`src/logic/exc_cfg.svh`:
```
`ifndef EXC_CFG_SVH
`define EXC_CFG_SVH

// Width of the exception vector code
// Set by the architecture's vector table, eight slots
`define EXC_VECTOR_W 3

// Width of the PC offset select sent to the link register path
`define EXC_PCSEL_W 2

// Vector slot taken on reset
`define EXC_RESET_VECTOR 0

`endif

```
`src/logic/excPkg.sv`:
```
`default_nettype none

`include "exc_cfg.svh"

package excPkg;

  // Sequencer states
  // Interrupt path walks the last instruction from execute to writeback
  typedef enum logic [2:0] {
    ready,
    dataAbort2,
    intE,
    intM,
    intW,
    exceptionM,
    exceptionW
  } excState;

  // Exceptions detected in execute, carried down the pipe
  typedef struct packed {
    logic undefinedInstr;
    logic swi;
    logic prefetchAbort;
  } excFlags;

  // One bit per stage, decode first
  typedef struct packed {
    logic decode;
    logic execute;
    logic memory;
    logic writeback;
  } stageStall;

  // Same layout as the stall set
  typedef struct packed {
    logic decode;
    logic execute;
    logic memory;
    logic writeback;
  } stageFlush;

  // Slot in the vector table
  // Slot 5 is unused
  typedef enum logic [`EXC_VECTOR_W-1:0] {
    vecReset         = `EXC_VECTOR_W'(`EXC_RESET_VECTOR),
    vecUndefined     = `EXC_VECTOR_W'(1),
    vecSwi           = `EXC_VECTOR_W'(2),
    vecPrefetchAbort = `EXC_VECTOR_W'(3),
    vecDataAbort     = `EXC_VECTOR_W'(4),
    vecIrq           = `EXC_VECTOR_W'(6),
    vecFiq           = `EXC_VECTOR_W'(7)
  } vectorCode;

  // Offset from the decode PC that goes to the link register
  typedef enum logic [`EXC_PCSEL_W-1:0] {
    pcPlus8 = `EXC_PCSEL_W'(0),
    pcPlus0 = `EXC_PCSEL_W'(1),
    pcPlus4 = `EXC_PCSEL_W'(2)
  } pcSource;

endpackage

`default_nettype wire

```
`src/logic/excStageTrack.sv`:
```
`timescale 1ns/1ps
`default_nettype none

module excStageTrack (
  input  wire logic              clk,
  input  wire logic              reset,
  input  wire excPkg::excFlags   excE,
  input  wire excPkg::stageStall stall,
  input  wire logic              irq,
  input  wire logic              fiq,
  input  wire logic              irqEnabled,
  input  wire logic              fiqEnabled,
  input  wire logic              pcUpdateW,
  input  wire logic              interrupting,
  input  wire logic              inExceptionM,
  output excPkg::excFlags        excW,
  output logic                   irqPending,
  output logic                   fiqPending,
  output logic                   unstallDecode
);

  // Flags sitting in memory
  excPkg::excFlags excM;

  // Enables after the one-cycle resync
  logic irqEnSync;
  logic fiqEnSync;

  // Memory copy of the execute flags
  // Dropped once the sequencer has left ready, some other event got there first
  always_ff @(posedge clk) begin
    if (reset) begin
      excM <= '0;
    end else if (!stall.memory) begin
      if (interrupting) begin
        excM <= '0;
      end else begin
        excM <= excE;
      end
    end
  end

  // Writeback copy, only kept while the exception is moving through memory
  // So status is saved after the last good instruction has set its flags
  always_ff @(posedge clk) begin
    if (reset) begin
      excW <= '0;
    end else if (!stall.writeback) begin
      if (!inExceptionM) begin
        excW <= '0;
      end else begin
        excW <= excM;
      end
    end
  end

  // Status register updates late in the cycle
  // Delay the enables so they change on the next rising edge
  always_ff @(posedge clk) begin
    if (reset) begin
      irqEnSync <= 1'b0;
      fiqEnSync <= 1'b0;
    end else begin
      irqEnSync <= irqEnabled;
      fiqEnSync <= fiqEnabled;
    end
  end

  // A PC write reached writeback, let the branch target into decode
  always_ff @(posedge clk) begin
    if (reset) begin
      unstallDecode <= 1'b0;
    end else if (!stall.execute) begin
      unstallDecode <= pcUpdateW;
    end
  end

  // Requests masked by the synced enables
  assign irqPending = irq & irqEnSync;
  assign fiqPending = fiq & fiqEnSync;

endmodule

`default_nettype wire

```
`src/logic/excFsm.sv`:
```
`timescale 1ns/1ps
`default_nettype none

module excFsm (
  input  wire logic              clk,
  input  wire logic              reset,
  input  wire excPkg::excFlags   excE,
  input  wire logic              dataAbort,
  input  wire logic              irqPending,
  input  wire logic              fiqPending,
  input  wire excPkg::stageStall stall,
  input  wire logic              pcWrPendingF,
  input  wire logic              unstallDecode,
  output excPkg::stageFlush      flush,
  output logic                   stallDecode,
  output logic                   interrupting,
  output logic                   inExceptionM,
  output logic                   dataAbortCycle2,
  output logic                   irqAssert,
  output logic                   fiqAssert,
  output logic                   resetMicrop
);

  excPkg::excState state;
  excPkg::excState nextState;

  // Any execute-stage exception
  logic excAnyE;

  // Either interrupt still requested
  logic intPending;

  assign excAnyE    = excE.undefinedInstr | excE.swi | excE.prefetchAbort;
  assign intPending = irqPending | fiqPending;

  // State register
  always_ff @(posedge clk) begin
    if (reset) begin
      state <= excPkg::ready;
    end else begin
      state <= nextState;
    end
  end

  // Next state and flush pattern
  // Flush bits are decode, execute, memory, writeback
  always_comb begin
    flush     = 4'b0000;
    nextState = state;
    case (state)
      excPkg::ready: begin
        if (dataAbort) begin
          // Seen in memory, wipe everything behind and ahead of it
          flush     = 4'b1111;
          nextState = excPkg::dataAbort2;
        end else if (excAnyE) begin
          // Seen in execute
          // Status is saved later so the older instruction can still set flags
          flush     = 4'b1110;
          nextState = stall.memory ? excPkg::ready : excPkg::exceptionM;
        end else if (intPending) begin
          // Let the last instruction leave decode first
          flush     = 4'b0000;
          nextState = stall.decode ? excPkg::ready : excPkg::intE;
        end else begin
          flush     = 4'b0000;
          nextState = excPkg::ready;
        end
      end

      excPkg::dataAbort2: begin
        // Save the PC this cycle and drop what was fetched
        flush     = 4'b1011;
        nextState = excPkg::ready;
      end

      excPkg::exceptionM: begin
        flush     = 4'b1111;
        nextState = stall.writeback ? excPkg::exceptionM : excPkg::exceptionW;
      end

      excPkg::exceptionW: begin
        // Writeback flags select the vector now
        flush     = 4'b1011;
        nextState = excPkg::ready;
      end

      excPkg::intE: begin
        // Hold while a PC write is still on its way, those stall everything
        flush = 4'b0100;
        if (!intPending) begin
          nextState = excPkg::ready;
        end else if (stall.execute || pcWrPendingF) begin
          nextState = excPkg::intE;
        end else begin
          nextState = excPkg::intM;
        end
      end

      excPkg::intM: begin
        flush = 4'b0100;
        if (!intPending) begin
          nextState = excPkg::ready;
        end else if (stall.memory) begin
          nextState = excPkg::intM;
        end else begin
          nextState = excPkg::intW;
        end
      end

      excPkg::intW: begin
        // Last instruction in writeback, interrupt is raised here
        flush = 4'b1000;
        if (intPending && stall.writeback) begin
          nextState = excPkg::intW;
        end else begin
          nextState = excPkg::ready;
        end
      end

      default: begin
        flush     = 4'b0000;
        nextState = excPkg::ready;
      end
    endcase
  end

  // State decodes shared with the tracker and the vector encoder
  assign interrupting    = state != excPkg::ready;
  assign inExceptionM    = state == excPkg::exceptionM;
  assign dataAbortCycle2 = state == excPkg::dataAbort2;

  // FIQ wins when both are pending
  assign fiqAssert = (state == excPkg::intW) & fiqPending;
  assign irqAssert = (state == excPkg::intW) & irqPending & ~fiqAssert;

  // Decode normally holds so the next fetch address is kept
  // After a branch the target must reach decode, hence the unstall in intM
  assign stallDecode = (state == excPkg::intE)
                     | ((state == excPkg::intM) & ~unstallDecode)
                     | ((state == excPkg::ready) & (dataAbort | excAnyE))
                     | (state == excPkg::exceptionM);

  // Abort the microop sequence along with the data access
  assign resetMicrop = dataAbort;

endmodule

`default_nettype wire

```
`src/logic/excVector.sv`:
```
`timescale 1ns/1ps
`default_nettype none

module excVector (
  input  wire logic            reset,
  input  wire excPkg::excFlags excW,
  input  wire logic            dataAbortCycle2,
  input  wire logic            irqAssert,
  input  wire logic            fiqAssert,
  output excPkg::vectorCode    vectorPc,
  output logic                 savePc,
  output excPkg::pcSource      pcSelect
);

  // Any exception flag that made it to writeback
  logic excAnyW;

  assign excAnyW = excW.undefinedInstr | excW.swi | excW.prefetchAbort;

  // Highest priority source picks the slot
  always_comb begin
    if (reset) begin
      vectorPc = excPkg::vecReset;
    end else if (dataAbortCycle2) begin
      vectorPc = excPkg::vecDataAbort;
    end else if (fiqAssert) begin
      vectorPc = excPkg::vecFiq;
    end else if (irqAssert) begin
      vectorPc = excPkg::vecIrq;
    end else if (excW.prefetchAbort) begin
      vectorPc = excPkg::vecPrefetchAbort;
    end else if (excW.undefinedInstr) begin
      vectorPc = excPkg::vecUndefined;
    end else if (excW.swi) begin
      vectorPc = excPkg::vecSwi;
    end else begin
      // Nothing active, save strobe is low so the slot is ignored
      vectorPc = excPkg::vecReset;
    end
  end

  // Redirect the PC whenever any source is active
  assign savePc = reset | dataAbortCycle2 | fiqAssert | irqAssert | excAnyW;

  // Link register offset
  always_comb begin
    if (irqAssert || fiqAssert) begin
      // Return to the instruction still waiting in decode
      pcSelect = excPkg::pcPlus4;
    end else if (excAnyW || dataAbortCycle2) begin
      pcSelect = excPkg::pcPlus0;
    end else begin
      // Normal flow
      pcSelect = excPkg::pcPlus8;
    end
  end

endmodule

`default_nettype wire

```
`src/logic/excControl.sv`:
```
`timescale 1ns/1ps
`default_nettype none

module excControl (
  input  wire logic              clk,
  input  wire logic              reset,
  input  wire excPkg::excFlags   excE,
  input  wire logic              dataAbort,
  input  wire logic              irq,
  input  wire logic              fiq,
  input  wire logic              irqEnabled,
  input  wire logic              fiqEnabled,
  input  wire excPkg::stageStall stall,
  input  wire logic              pcWrPendingF,
  input  wire logic              pcUpdateW,
  output excPkg::excFlags        excW,
  output excPkg::stageFlush      flush,
  output logic                   stallDecode,
  output logic                   interrupting,
  output logic                   dataAbortCycle2,
  output logic                   irqAssert,
  output logic                   fiqAssert,
  output logic                   resetMicrop,
  output excPkg::vectorCode      vectorPc,
  output logic                   savePc,
  output excPkg::pcSource        pcSelect
);

  // Masked requests and branch unstall from the tracker
  logic irqPending;
  logic fiqPending;
  logic unstallDecode;

  // Flag register clear from the sequencer
  logic inExceptionM;

  // Stage carry and enable sync
  excStageTrack excStageTrack_i (
    .clk          (clk),
    .reset        (reset),
    .excE         (excE),
    .stall        (stall),
    .irq          (irq),
    .fiq          (fiq),
    .irqEnabled   (irqEnabled),
    .fiqEnabled   (fiqEnabled),
    .pcUpdateW    (pcUpdateW),
    .interrupting (interrupting),
    .inExceptionM (inExceptionM),
    .excW         (excW),
    .irqPending   (irqPending),
    .fiqPending   (fiqPending),
    .unstallDecode(unstallDecode)
  );

  // Sequencer
  excFsm excFsm_i (
    .clk            (clk),
    .reset          (reset),
    .excE           (excE),
    .dataAbort      (dataAbort),
    .irqPending     (irqPending),
    .fiqPending     (fiqPending),
    .stall          (stall),
    .pcWrPendingF   (pcWrPendingF),
    .unstallDecode  (unstallDecode),
    .flush          (flush),
    .stallDecode    (stallDecode),
    .interrupting   (interrupting),
    .inExceptionM   (inExceptionM),
    .dataAbortCycle2(dataAbortCycle2),
    .irqAssert      (irqAssert),
    .fiqAssert      (fiqAssert),
    .resetMicrop    (resetMicrop)
  );

  // Vector and link offset
  excVector excVector_i (
    .reset          (reset),
    .excW           (excW),
    .dataAbortCycle2(dataAbortCycle2),
    .irqAssert      (irqAssert),
    .fiqAssert      (fiqAssert),
    .vectorPc       (vectorPc),
    .savePc         (savePc),
    .pcSelect       (pcSelect)
  );

endmodule

`default_nettype wire

```
`config.mk`:
```
export PLATFORM = sky130hd
export DESIGN_NAME = excControl
export DESIGN_NICKNAME = d
export VERILOG_FILES = /design/src/logic/excPkg.sv /design/src/logic/excStageTrack.sv /design/src/logic/excFsm.sv /design/src/logic/excVector.sv /design/src/logic/excControl.sv
export VERILOG_INCLUDE_DIRS = /design/src /design/src/logic
export SDC_FILE = /design/constraint.sdc
export NUM_CORES = 1
export LEC_CHECK = 0
export BUFFER_PORTS_ARGS = -buffer_cell sky130_fd_sc_hd__buf_2
export CORE_MARGIN = 10
export CORE_UTILIZATION = 40
export CTS_CLUSTER_DIAMETER = 50
export CTS_CLUSTER_SIZE = 8
export DETAILED_ROUTE_END_ITERATION = 8
export PLACE_DENSITY = 0.73
export SYNTH_ARGS = -nofsm -noshare
export SYNTH_HDL_FRONTEND = slang
export SYNTH_SLANG_ARGS = --single-unit
```
`constraint.sdc`:
```
create_clock -name clk -period 2.4 [get_ports clk]
set_input_delay 0.72 -clock clk [delete_from_list [all_inputs] [get_ports clk]]
set_output_delay 0.72 -clock clk [all_outputs]
set_load 0.01 [all_outputs]
```
## Word level (Yosys, flattened, before mapping)

Index checks and enable logic that the tools add are counted.

| storage, ports and cells | value |
|---|---|
| register bits | 12 |
| output and inout port bits | 19 |
| word-level logic and storage cells | 72 |

| cells by class | value |
|---|---|
| eq/ne operators | 6 |
| multiplexer cells | 26 |
| bitwise operators | 22 |
| reduce and logical (&&, ||, !) cells | 8 |

Operators with widths:

| cell | count |
|---|---|
| $mux 3 | 16 |
| $pmux 4 s5 | 1 |
| $pmux 3 s5 | 1 |
| $or 1x1->1 | 13 |
| $eq 3x3->1 const B | 3 |
| $mux 2 | 4 |
| $mux 4 | 2 |
| $and 1x1->1 | 7 |
| $eq 3x2->1 const B | 2 |
| $reduce_or 2->1 | 2 |
| $eq 3x1->1 const B | 1 |
| $logic_not 3->1 | 1 |
| $logic_or 1x1->1 | 3 |
| $reduce_bool 3->1 | 1 |
| $mux 1 | 2 |
| $not 1->1 | 2 |
| $logic_and 1x1->1 | 1 |

## Depth between registers and ports, before layout

Gate-level depths: netlist (run 1).

| depth | value |
|---|---|
| word-level depth | 8 |
| mapped depth | 6 |
| depth with buffers taken out | 5 |

## Cells and area by module

Synthesis (run 1) repeated with hierarchy kept, for this count alone.

| second synthesis, totals | value |
|---|---|
| cells, all modules | 100 |
| area total of the unflattened synthesis | 754.5 µm² |

By module, submodules not included:

| module | instances | cells an instance | area an instance (µm²) | seq. area each (µm²) |
|---|---|---|---|---|
| excFsm | 1 | 54 | 349.1 | 60.1 |
| excStageTrack | 1 | 34 | 335.3 | 180.2 |
| excVector | 1 | 12 | 70.1 | 0.0 |

## Least setup slack after synthesis (run 1)

No wires, ideal clock.

| path | value |
|---|---|
| kind | input to output |
| start | input port excE[2] (netlist bit) |
| end | output port stallDecode |
| arrival time | 1.741 ns |
| required time | 1.680 ns |
| setup slack | -0.061 ns |
| stages on the path | 3 |
| path buffers | 0 |
| cells stage by stage | or4_4 and2_1 o31a_1 |

| on the way | value |
|---|---|
| word-level cells in the longest chain between the ends | 6 |

RTL lines:

| element | line | RTL |
|---|---|---|
| start: declaration | excControl.sv:7 | `input wire excPkg::excFlags excE,` |
| $or 1x1->1 (2 in series) | excFsm.sv:33 | `assign excAnyE = excE.undefinedInstr \| excE.swi \| excE.prefetchAbort;` |
| $or 1x1->1 | excFsm.sv:141 | `\| ((state == excPkg::ready) & (dataAbort \| excAnyE))` |
| $and 1x1->1 | excFsm.sv:141 |  |
| $or 1x1->1 | excFsm.sv:141 |  |
| $or 1x1->1 | excFsm.sv:142 | `\| (state == excPkg::exceptionM);` |
| end: declaration | excControl.sv:18 | `output logic stallDecode,` |

Every way passes these cells.

==> results of run 1 <==
-- cell families (layout without fill, tap and decap cells) --
group                  count (synthesis)  count (layout)  share of synthesized area (%)
flip-flops                            12              12                           31.6
buffers and inverters                 14              56                           7.89
AO/OA/AOI/OAI                         29              29                           25.5
multiplexers                           1               1                           1.32
AND/OR/NAND/NOR                       44              44                           33.7
-- sequential cells by signal, summed over array words and instances (netlist names) --
name                           flops
excFsm_i.state                     3
excStageTrack_i.unstallDecode      1
excStageTrack_i.fiqEnSync          1
excStageTrack_i.excW               3
excStageTrack_i.excM               3
excStageTrack_i.irqEnSync          1
-- cells in the final DEF, fill, tap and decap left out, types with 2 or more instances in the layout --
cell      instances
buf_2            32
dfxtp_1          12
a21oi_1          11
buf_4            11
nor2_1            8
nand2_1           7
nor3_1            6
nand3_1           5
inv_1             5
nor2b_1           4
o22ai_1           3
nand3b_1          3
a22oi_1           3
clkbuf_4          3
buf_6             3
o21ai_0           2
o31a_1            2
-- metrics by stage --
step / total power (W) / hold WS, ns / utilization [%] / instances
5_1_grt: 0.000576 / 0.504 / 61.3 / 167
6_report: 0.000545 / 0.471 / 61.3 / 167
3_3_place_gp: 0.000372 / 0.448 / 56.4 / 160
4_1_cts: 0.000547 / 0.476 / 60.4 / 166
3_5_place_dp: 0.000377 / 0.464 / 56.4 / 160
2_1_floorplan: 0.000311 / 0.432 / - / 100
-- routing by layer --
metal  GRT usage (%)  wire (um)  vias up
li1                -          -      447
met1            13.2       1040      430
met2            21.2       1260       35
met3            5.48        197        6
met4            3.55         42        0
met5               0          0        -
-- area by class of cell --
class | instances | area share (%)
Multi-Input combinational cell | 74 | 43.9
Sequential cell | 12 | 22.2
Tap cell | 25 | 2.89
Inverter | 6 | 2.08
Timing Repair Buffer | 46 | 25.6
Clock buffer | 4 | 3.36
-- repair_timing --
| item | in CTS | in global routing |
|---|---|---|
| setup endpoints to repair | 4 | 4 |
| resized for setup | 4 | 2 |
| pin swaps | 2 | 3 |
| buffers inserted | 2 | 1 |
-- power by group through the flow --
stage	clock [W]	combinational (W)	sequential, W
after CTS	0.000169	0.000164	0.000215
after detailed placement	0	0.000158	0.000219
after global routing	0.000177	0.000183	0.000216
after floorplan	0	0.0000947	0.000216
after global placement	0	0.000153	0.000219
final	0.000165	0.000166	0.000215
-- critical path: cells and delay by family --
| kind | cells | cell delay (ns) |
|---|---|---|
| and+or+nand+nor | 2 | 0.72 |
| buffers and inverters | 2 | 0.23 |
| AOI/OAI and AO/OA | 1 | 0.23 |
-- worst min-delay path by stage --
stage	start	slack (ns)	end
CTS	excStageTrack_i.excM[0]	0.48	excStageTrack_i.excM[0]
detailed placement	excStageTrack_i.excM[0]	0.46	excStageTrack_i.excM[0]
global placement	excStageTrack_i.excM[0]	0.45	excStageTrack_i.excM[0]
finish	excStageTrack_i.excM[0]	0.47	excStageTrack_i.excM[0]
global route	excStageTrack_i.excM[0]	0.50	excStageTrack_i.excM[0]
floorplan	excStageTrack_i.excM[0]	0.43	excStageTrack_i.excM[0]
==> results.md, run 1 <==
- Mapped Cells: 100
- Fill cells: 183
- Synth cell count leaders: 12 x a21oi_1, 12 x dfxtp_1, 9 x nor2_1, 7 x nand2_1, 6 x nor3_1
- Die Outline Area: 4050 um2
- Sequential share of power: between 30% and 40%
- Crit end category: output pin
- CP Cell Sequence: buf_6 -> or4_4 -> and2_4 -> o31a_1 -> buf_2
- Placement Cell Area: roughly 990 um2
- Net switching fraction of the power: 31.1%
- Mapped cell area: roughly 760 um2
- Min-Delay Path Class: register to register
- RSZ-0062 raised after global routing: yes
- Layout area overhead: 42.1%
- Initial DRC Count: 39
- Final hold violation count: 0
- Clock share of power: between 30% and 40%
- Core Area: 1760 um2
- Required @ worst endpoint: 1.68 ns
- Mapped Nets: 116
- CTS Sinks: 12
- Reg-to-reg endpoint: excFsm_i.state[1]
- Hold-fix buffers, CTS: 0
- Asr flop ratio synth: 0%
- Maximum vdd drop: around 0.44 mV
- Largest net degree at the start of global routing: 17
- Slowest CP cell: or4_4
- H-tree depth: 1
- Residual DRC: 0
- Reg area: between 200 and 250 um2
- Multi-input logic area: 474 um2
- Number of port buffers: 34
- Seq/Total Area, Yosys: between 30% and 40%
- Layout cell share with drive strength beyond 1: 43.0%
- Pwr/cell area: between 500 and 600 nW/um2
- Setup ws final: -0.224 ns
- P_int: 0.000376 W
- Cell Rows: 15
- Failing checks: setup timing
- ANT nets after route: 0
- Crit-path max cell delay: approximately 0.54 ns
- Vias in the first global route: between 900 and 1k
- LEAKAGE: roughly 0.49 nW
- Critical Setup Path Class: input pin to output pin
- Worst Setup EP: flush[2]
- Max Clk Rate: between 0.3 and 0.4 GHz
- Clk Latency, worst-skew pair: ~0.28 ns
- Startpoint Class: input pin
- Period utilization: 109%
- Crit path DAT: roughly 1.9 ns
- Post-synth EDFFs: 0
- DP HPWL: between 1.5 and 2 mm
- # diodes: 0
- GR Util All Layers: 12.3%
- Max Cap Viol: 0
- Starting Density: 43.1%
- CTS tree: yes
- Highest net fanout along the worst path: 2
- Synth unique cells: 36
- Setup TNS: -0.700 ns
- Die Width: around 64 um
- Actual slew at the worst max-slew pin: approximately 0.34 ns
- Internal reg-to-reg setup slack: 0.86 ns
- Place WS: -0.229 ns
- Max Root-Sink Buffers: 2
- Synth top area share: a little under a third
- Mean Syn Cell Area: 7.61 um2
- WHS Path Cells: 2
- First-pass GRT wire length: between 4 and 5 mm
- Layout net count: 159
- Final critical-path required period: 2.62 ns
- Total grt overflow: 0
- Sw Pwr: about 0.00017 W
- Area leader, netlist: dfxtp_1
- Synth warn: 0
- Vias post-DR: 918
- GP Congestion: 0.819
- CTS root buffer: clkbuf_4
- Seq cells post-synth: 12
- Finished Cell Area: approximately 1100 um2
- R2r worst-path depth: 6
- Top_reg_cell synth: dfxtp_1
- # IOs: 35
- Final setup fails: 4
- Num CTS Buffers: 3
- Vias per cell: 5.50
- WL final: 2.54 mm
- Clock Pin Slew Worst Setup and Hold Paths: ~0.080 ns
- Iteration count of the initial detailed-routing pass: 4
- Run status: finished with violations
- Die outline height: 63.6 um
- Worst Setup SP: excE[2]
- Combinational share of power: roughly 31%
- Clock skew: ~0.0017 ns
- Max_slew headroom: roughly 77%
- Initial antenna violation count: 0
- Slew Limit Fails: 0
- Top cells by area, synth: dfxtp_1 32%, a21oi_1 7.9%, nor2_1 4.4%
- Reg-to-reg critical path startpoint: excFsm_i.state[1]
- WL/cell: around 15 um
Note: power is estimated with default switching activity, not from simulation.
==> inputs of run 2 (changes only) <==
==> constraint.sdc (replaced) <==
create_clock -name clk -period 2.4 [get_ports clk]
set_input_delay 0.36 -clock clk [delete_from_list [all_inputs] [get_ports clk]]
set_output_delay 0.36 -clock clk [all_outputs]
set_load 0.01 [all_outputs]
==> run 2 against run 1 <==
Net effect: maximum frequency grew 19%; global-route usage shrank 1.2 points; the flow now finishes without violations; first-iteration DRC count shrank 54%; clock-buffer cell count is the same; critical endpoint is now vectorPc[1]; core utilization shrank 6.0 points; via count shrank 9.9%.
==> results.md, run 2 (synthesized netlist as in run 1, its figures left out) <==
- Layout area overhead: 28.3% (was 42.1%)
- Highest net fanout along the worst path: 9 (was 2)
- Die Width: 63.6 um (unchanged)
- DP HPWL: 1.81 mm (was 1.92 mm)
- First-pass GRT wire length: 3.77 mm (was 4.17 mm)
- Slowest CP cell: dfxtp_1 (was or4_4)
- WL final: 2.30 mm (was 2.54 mm)
- Initial antenna violation count: 0 (unchanged)
- Num CTS Buffers: 3 (unchanged)
- Vias in the first global route: 870 (was 922)
- Fill cells: 194 (was 183)
- Core Area: 1760 um2 (unchanged)
- Actual slew at the worst max-slew pin: 0.530 ns (was 0.339 ns)
- Layout net count: 149 (was 159)
- Hold-fix buffers, CTS: 0 (unchanged)
- Critical Setup Path Class: register to output pin (was input pin to output pin)
- Post-CTS Setup Inserts: 0 (was 2)
- Maximum vdd drop: 0.434 mV (was 0.444 mV)
- CTS Sinks: 12 (unchanged)
- CTS root buffer: clkbuf_4 (unchanged)
- Layout cell share with drive strength beyond 1: 36.4% (was 43.0%)
- Max_slew headroom: 64.4% (was 77.3%)
- Delay-heaviest family, CP: simple AND/OR/NAND/NOR gates (unchanged)
- Cts repair resizes: 0 (was 4)
- Total grt overflow: 0 (unchanged)
- Vias per cell: 5.27 (was 5.50)
- Multi-input logic area: 460 um2 (was 474 um2)
- Required @ worst endpoint: 2.04 ns (was 1.68 ns)
- Finished Cell Area: 976 um2 (was 1080 um2)
- Max Cap Viol: 0 (unchanged)
- Die Outline Area: 4050 um2 (unchanged)
- Hold_ws: 0.293 ns (was 0.471 ns)
- Crit end category: output pin (unchanged)
- CP Cell Sequence: inv_1 -> nor3_1 -> or2_2 -> a21oi_1 -> buf_2 (was buf_6 -> or4_4 -> and2_4 -> o31a_1 -> buf_2)
- Commonest non-fill, non-tap cell in the layout: buf_2 (unchanged)
- Initial DRC Count: 18 (was 39)
- LEAKAGE: 0.430 nW (was 0.488 nW)
- Pwr/cell area: 538 nW/um2 (was 505 nW/um2)
- Iteration count of the initial detailed-routing pass: 4 (unchanged)
- GR Util All Layers: 11.1% (was 12.3%)
- # diodes: 0 (unchanged)
- Largest net degree at the start of global routing: 16 (was 17)
- Biggest regs: excFsm_i.state: 3 flops, excStageTrack_i.excM: 3 flops, excStageTrack_i.excW: 3 flops (unchanged)
- Final setup fails: 0 (was 4)
- Clock Pin Slew Worst Setup and Hold Paths: 0.08 ns (about the same)
- Placement Cell Area: 940 um2 (was 995 um2)
- CP Buf/Inv Count: 2 (unchanged)
- Period utilization: 91.7% (was 109%)
- Crit-path max cell delay: 0.48 ns (was 0.54 ns)
- Setup TNS: 0 ns (was -0.700 ns)
- GP Congestion: 0.813 (was 0.819)
- H-tree depth: 1 (unchanged)
- Slew Limit Fails: 0 (unchanged)
- Die outline height: 63.6 um (unchanged)
- Starting Density: 43.1% (unchanged)
- Final critical-path required period: 2.20 ns (was 2.62 ns)
- Reg area: 240 um2 (unchanged)
- Crit path DAT: 1.84 ns (was 1.90 ns)
- Residual DRC: 0 (unchanged)
- Vias post-DR: 827 (was 918)
- Most frequent cells in the layout: 34 x buf_2, 12 x a21oi_1, 12 x dfxtp_1, 9 x nor2_1, 7 x nand2_1 (was 32 x buf_2, 12 x dfxtp_1, 11 x a21oi_1, 11 x buf_4, 8 x nor2_1)
- Clk Latency, worst-skew pair: 0.28 ns (about the same)
- Run status: completed (was finished with violations)
- Max Clk Rate: 0.454 GHz (was 0.381 GHz)
- ANT nets after route: 0 (unchanged)
- CTS tree: yes (unchanged)
- RSZ-0062 raised after global routing: no (was yes)
- Final hold violation count: 0 (unchanged)
- WL/cell: 14.6 um (was 15.2 um)
- # IOs: 35 (unchanged)
- Startpoint Class: register (was input pin)
- Max Root-Sink Buffers: 2 (unchanged)
- Number of port buffers: 34 (unchanged)
- Min-Delay Path Class: input pin to register (was register to register)
- Cell Rows: 15 (unchanged)
- Clock skew: 0.00178 ns (was 0.00168 ns)
==> run 2: worst register-to-register path, delay by kind of cell (launching register included) <==
| kind | cells | cell delay, ns |
|---|---|---|
| buffers and inverters | 2 | 0.28 |
| AOI/OAI and AO/OA | 2 | 0.36 |
| DFF | 1 | 0.39 |
| and+or+nand+nor | 2 | 0.44 |
==> run 2: power breakdown <==
group	leakage, nW	internal [W]	total (W)	switching (W)
Sequential	0.0982	0.000208	0.000220	0.0000111
Clock	0.0210	0.0000922	0.000168	0.0000753
Combinational	0.311	0.0000592	0.000137	0.0000783
==> run 2: per-stage QoR <==
step / worst slack [ns] / utilization [%] / instances / power [W]
2_1_floorplan: 0.659 / - / 100 / 0.000309
3_3_place_gp: 0.424 / 53.3 / 153 / 0.000359
3_5_place_dp: 0.414 / 53.3 / 153 / 0.000361
4_1_cts: 0.196 / 55.3 / 157 / 0.000530
5_1_grt: 0.0788 / 55.3 / 157 / 0.000556
6_report: 0.200 / 55.3 / 157 / 0.000525
==> run 2: cell type report <==
type	count	area share, %
flip-flops and latches	12	24.6
inverters	6	2.31
multi-input cells	74	47.2
clock buffers	4	3.72
well taps	25	3.21
repair buffers	36	19.0
==> run 2: metal layers <==
metal	share of wire, %	global-route usage (%)	up-vias
met5	0	0	-
met4	1.5	4.37	0
met3	6.6	4.42	4
met2	48	20.0	27
met1	43	11.2	375
li1	-	-	421
==> run 2: final timing paths <==
check	startpoint	to	slack (ns)	cells past startpoint
worst min-delay path	fiqEnabled	excStageTrack_i.fiqEnSync	0.29	2
worst max register to register	excFsm_i.state[0]	excFsm_i.state[1]	0.87	6
worst max-delay path	excFsm_i.state[0]	vectorPc[1]	0.20	5
worst min register to register	excStageTrack_i.excM[0]	excStageTrack_i.excM[0]	0.47	2
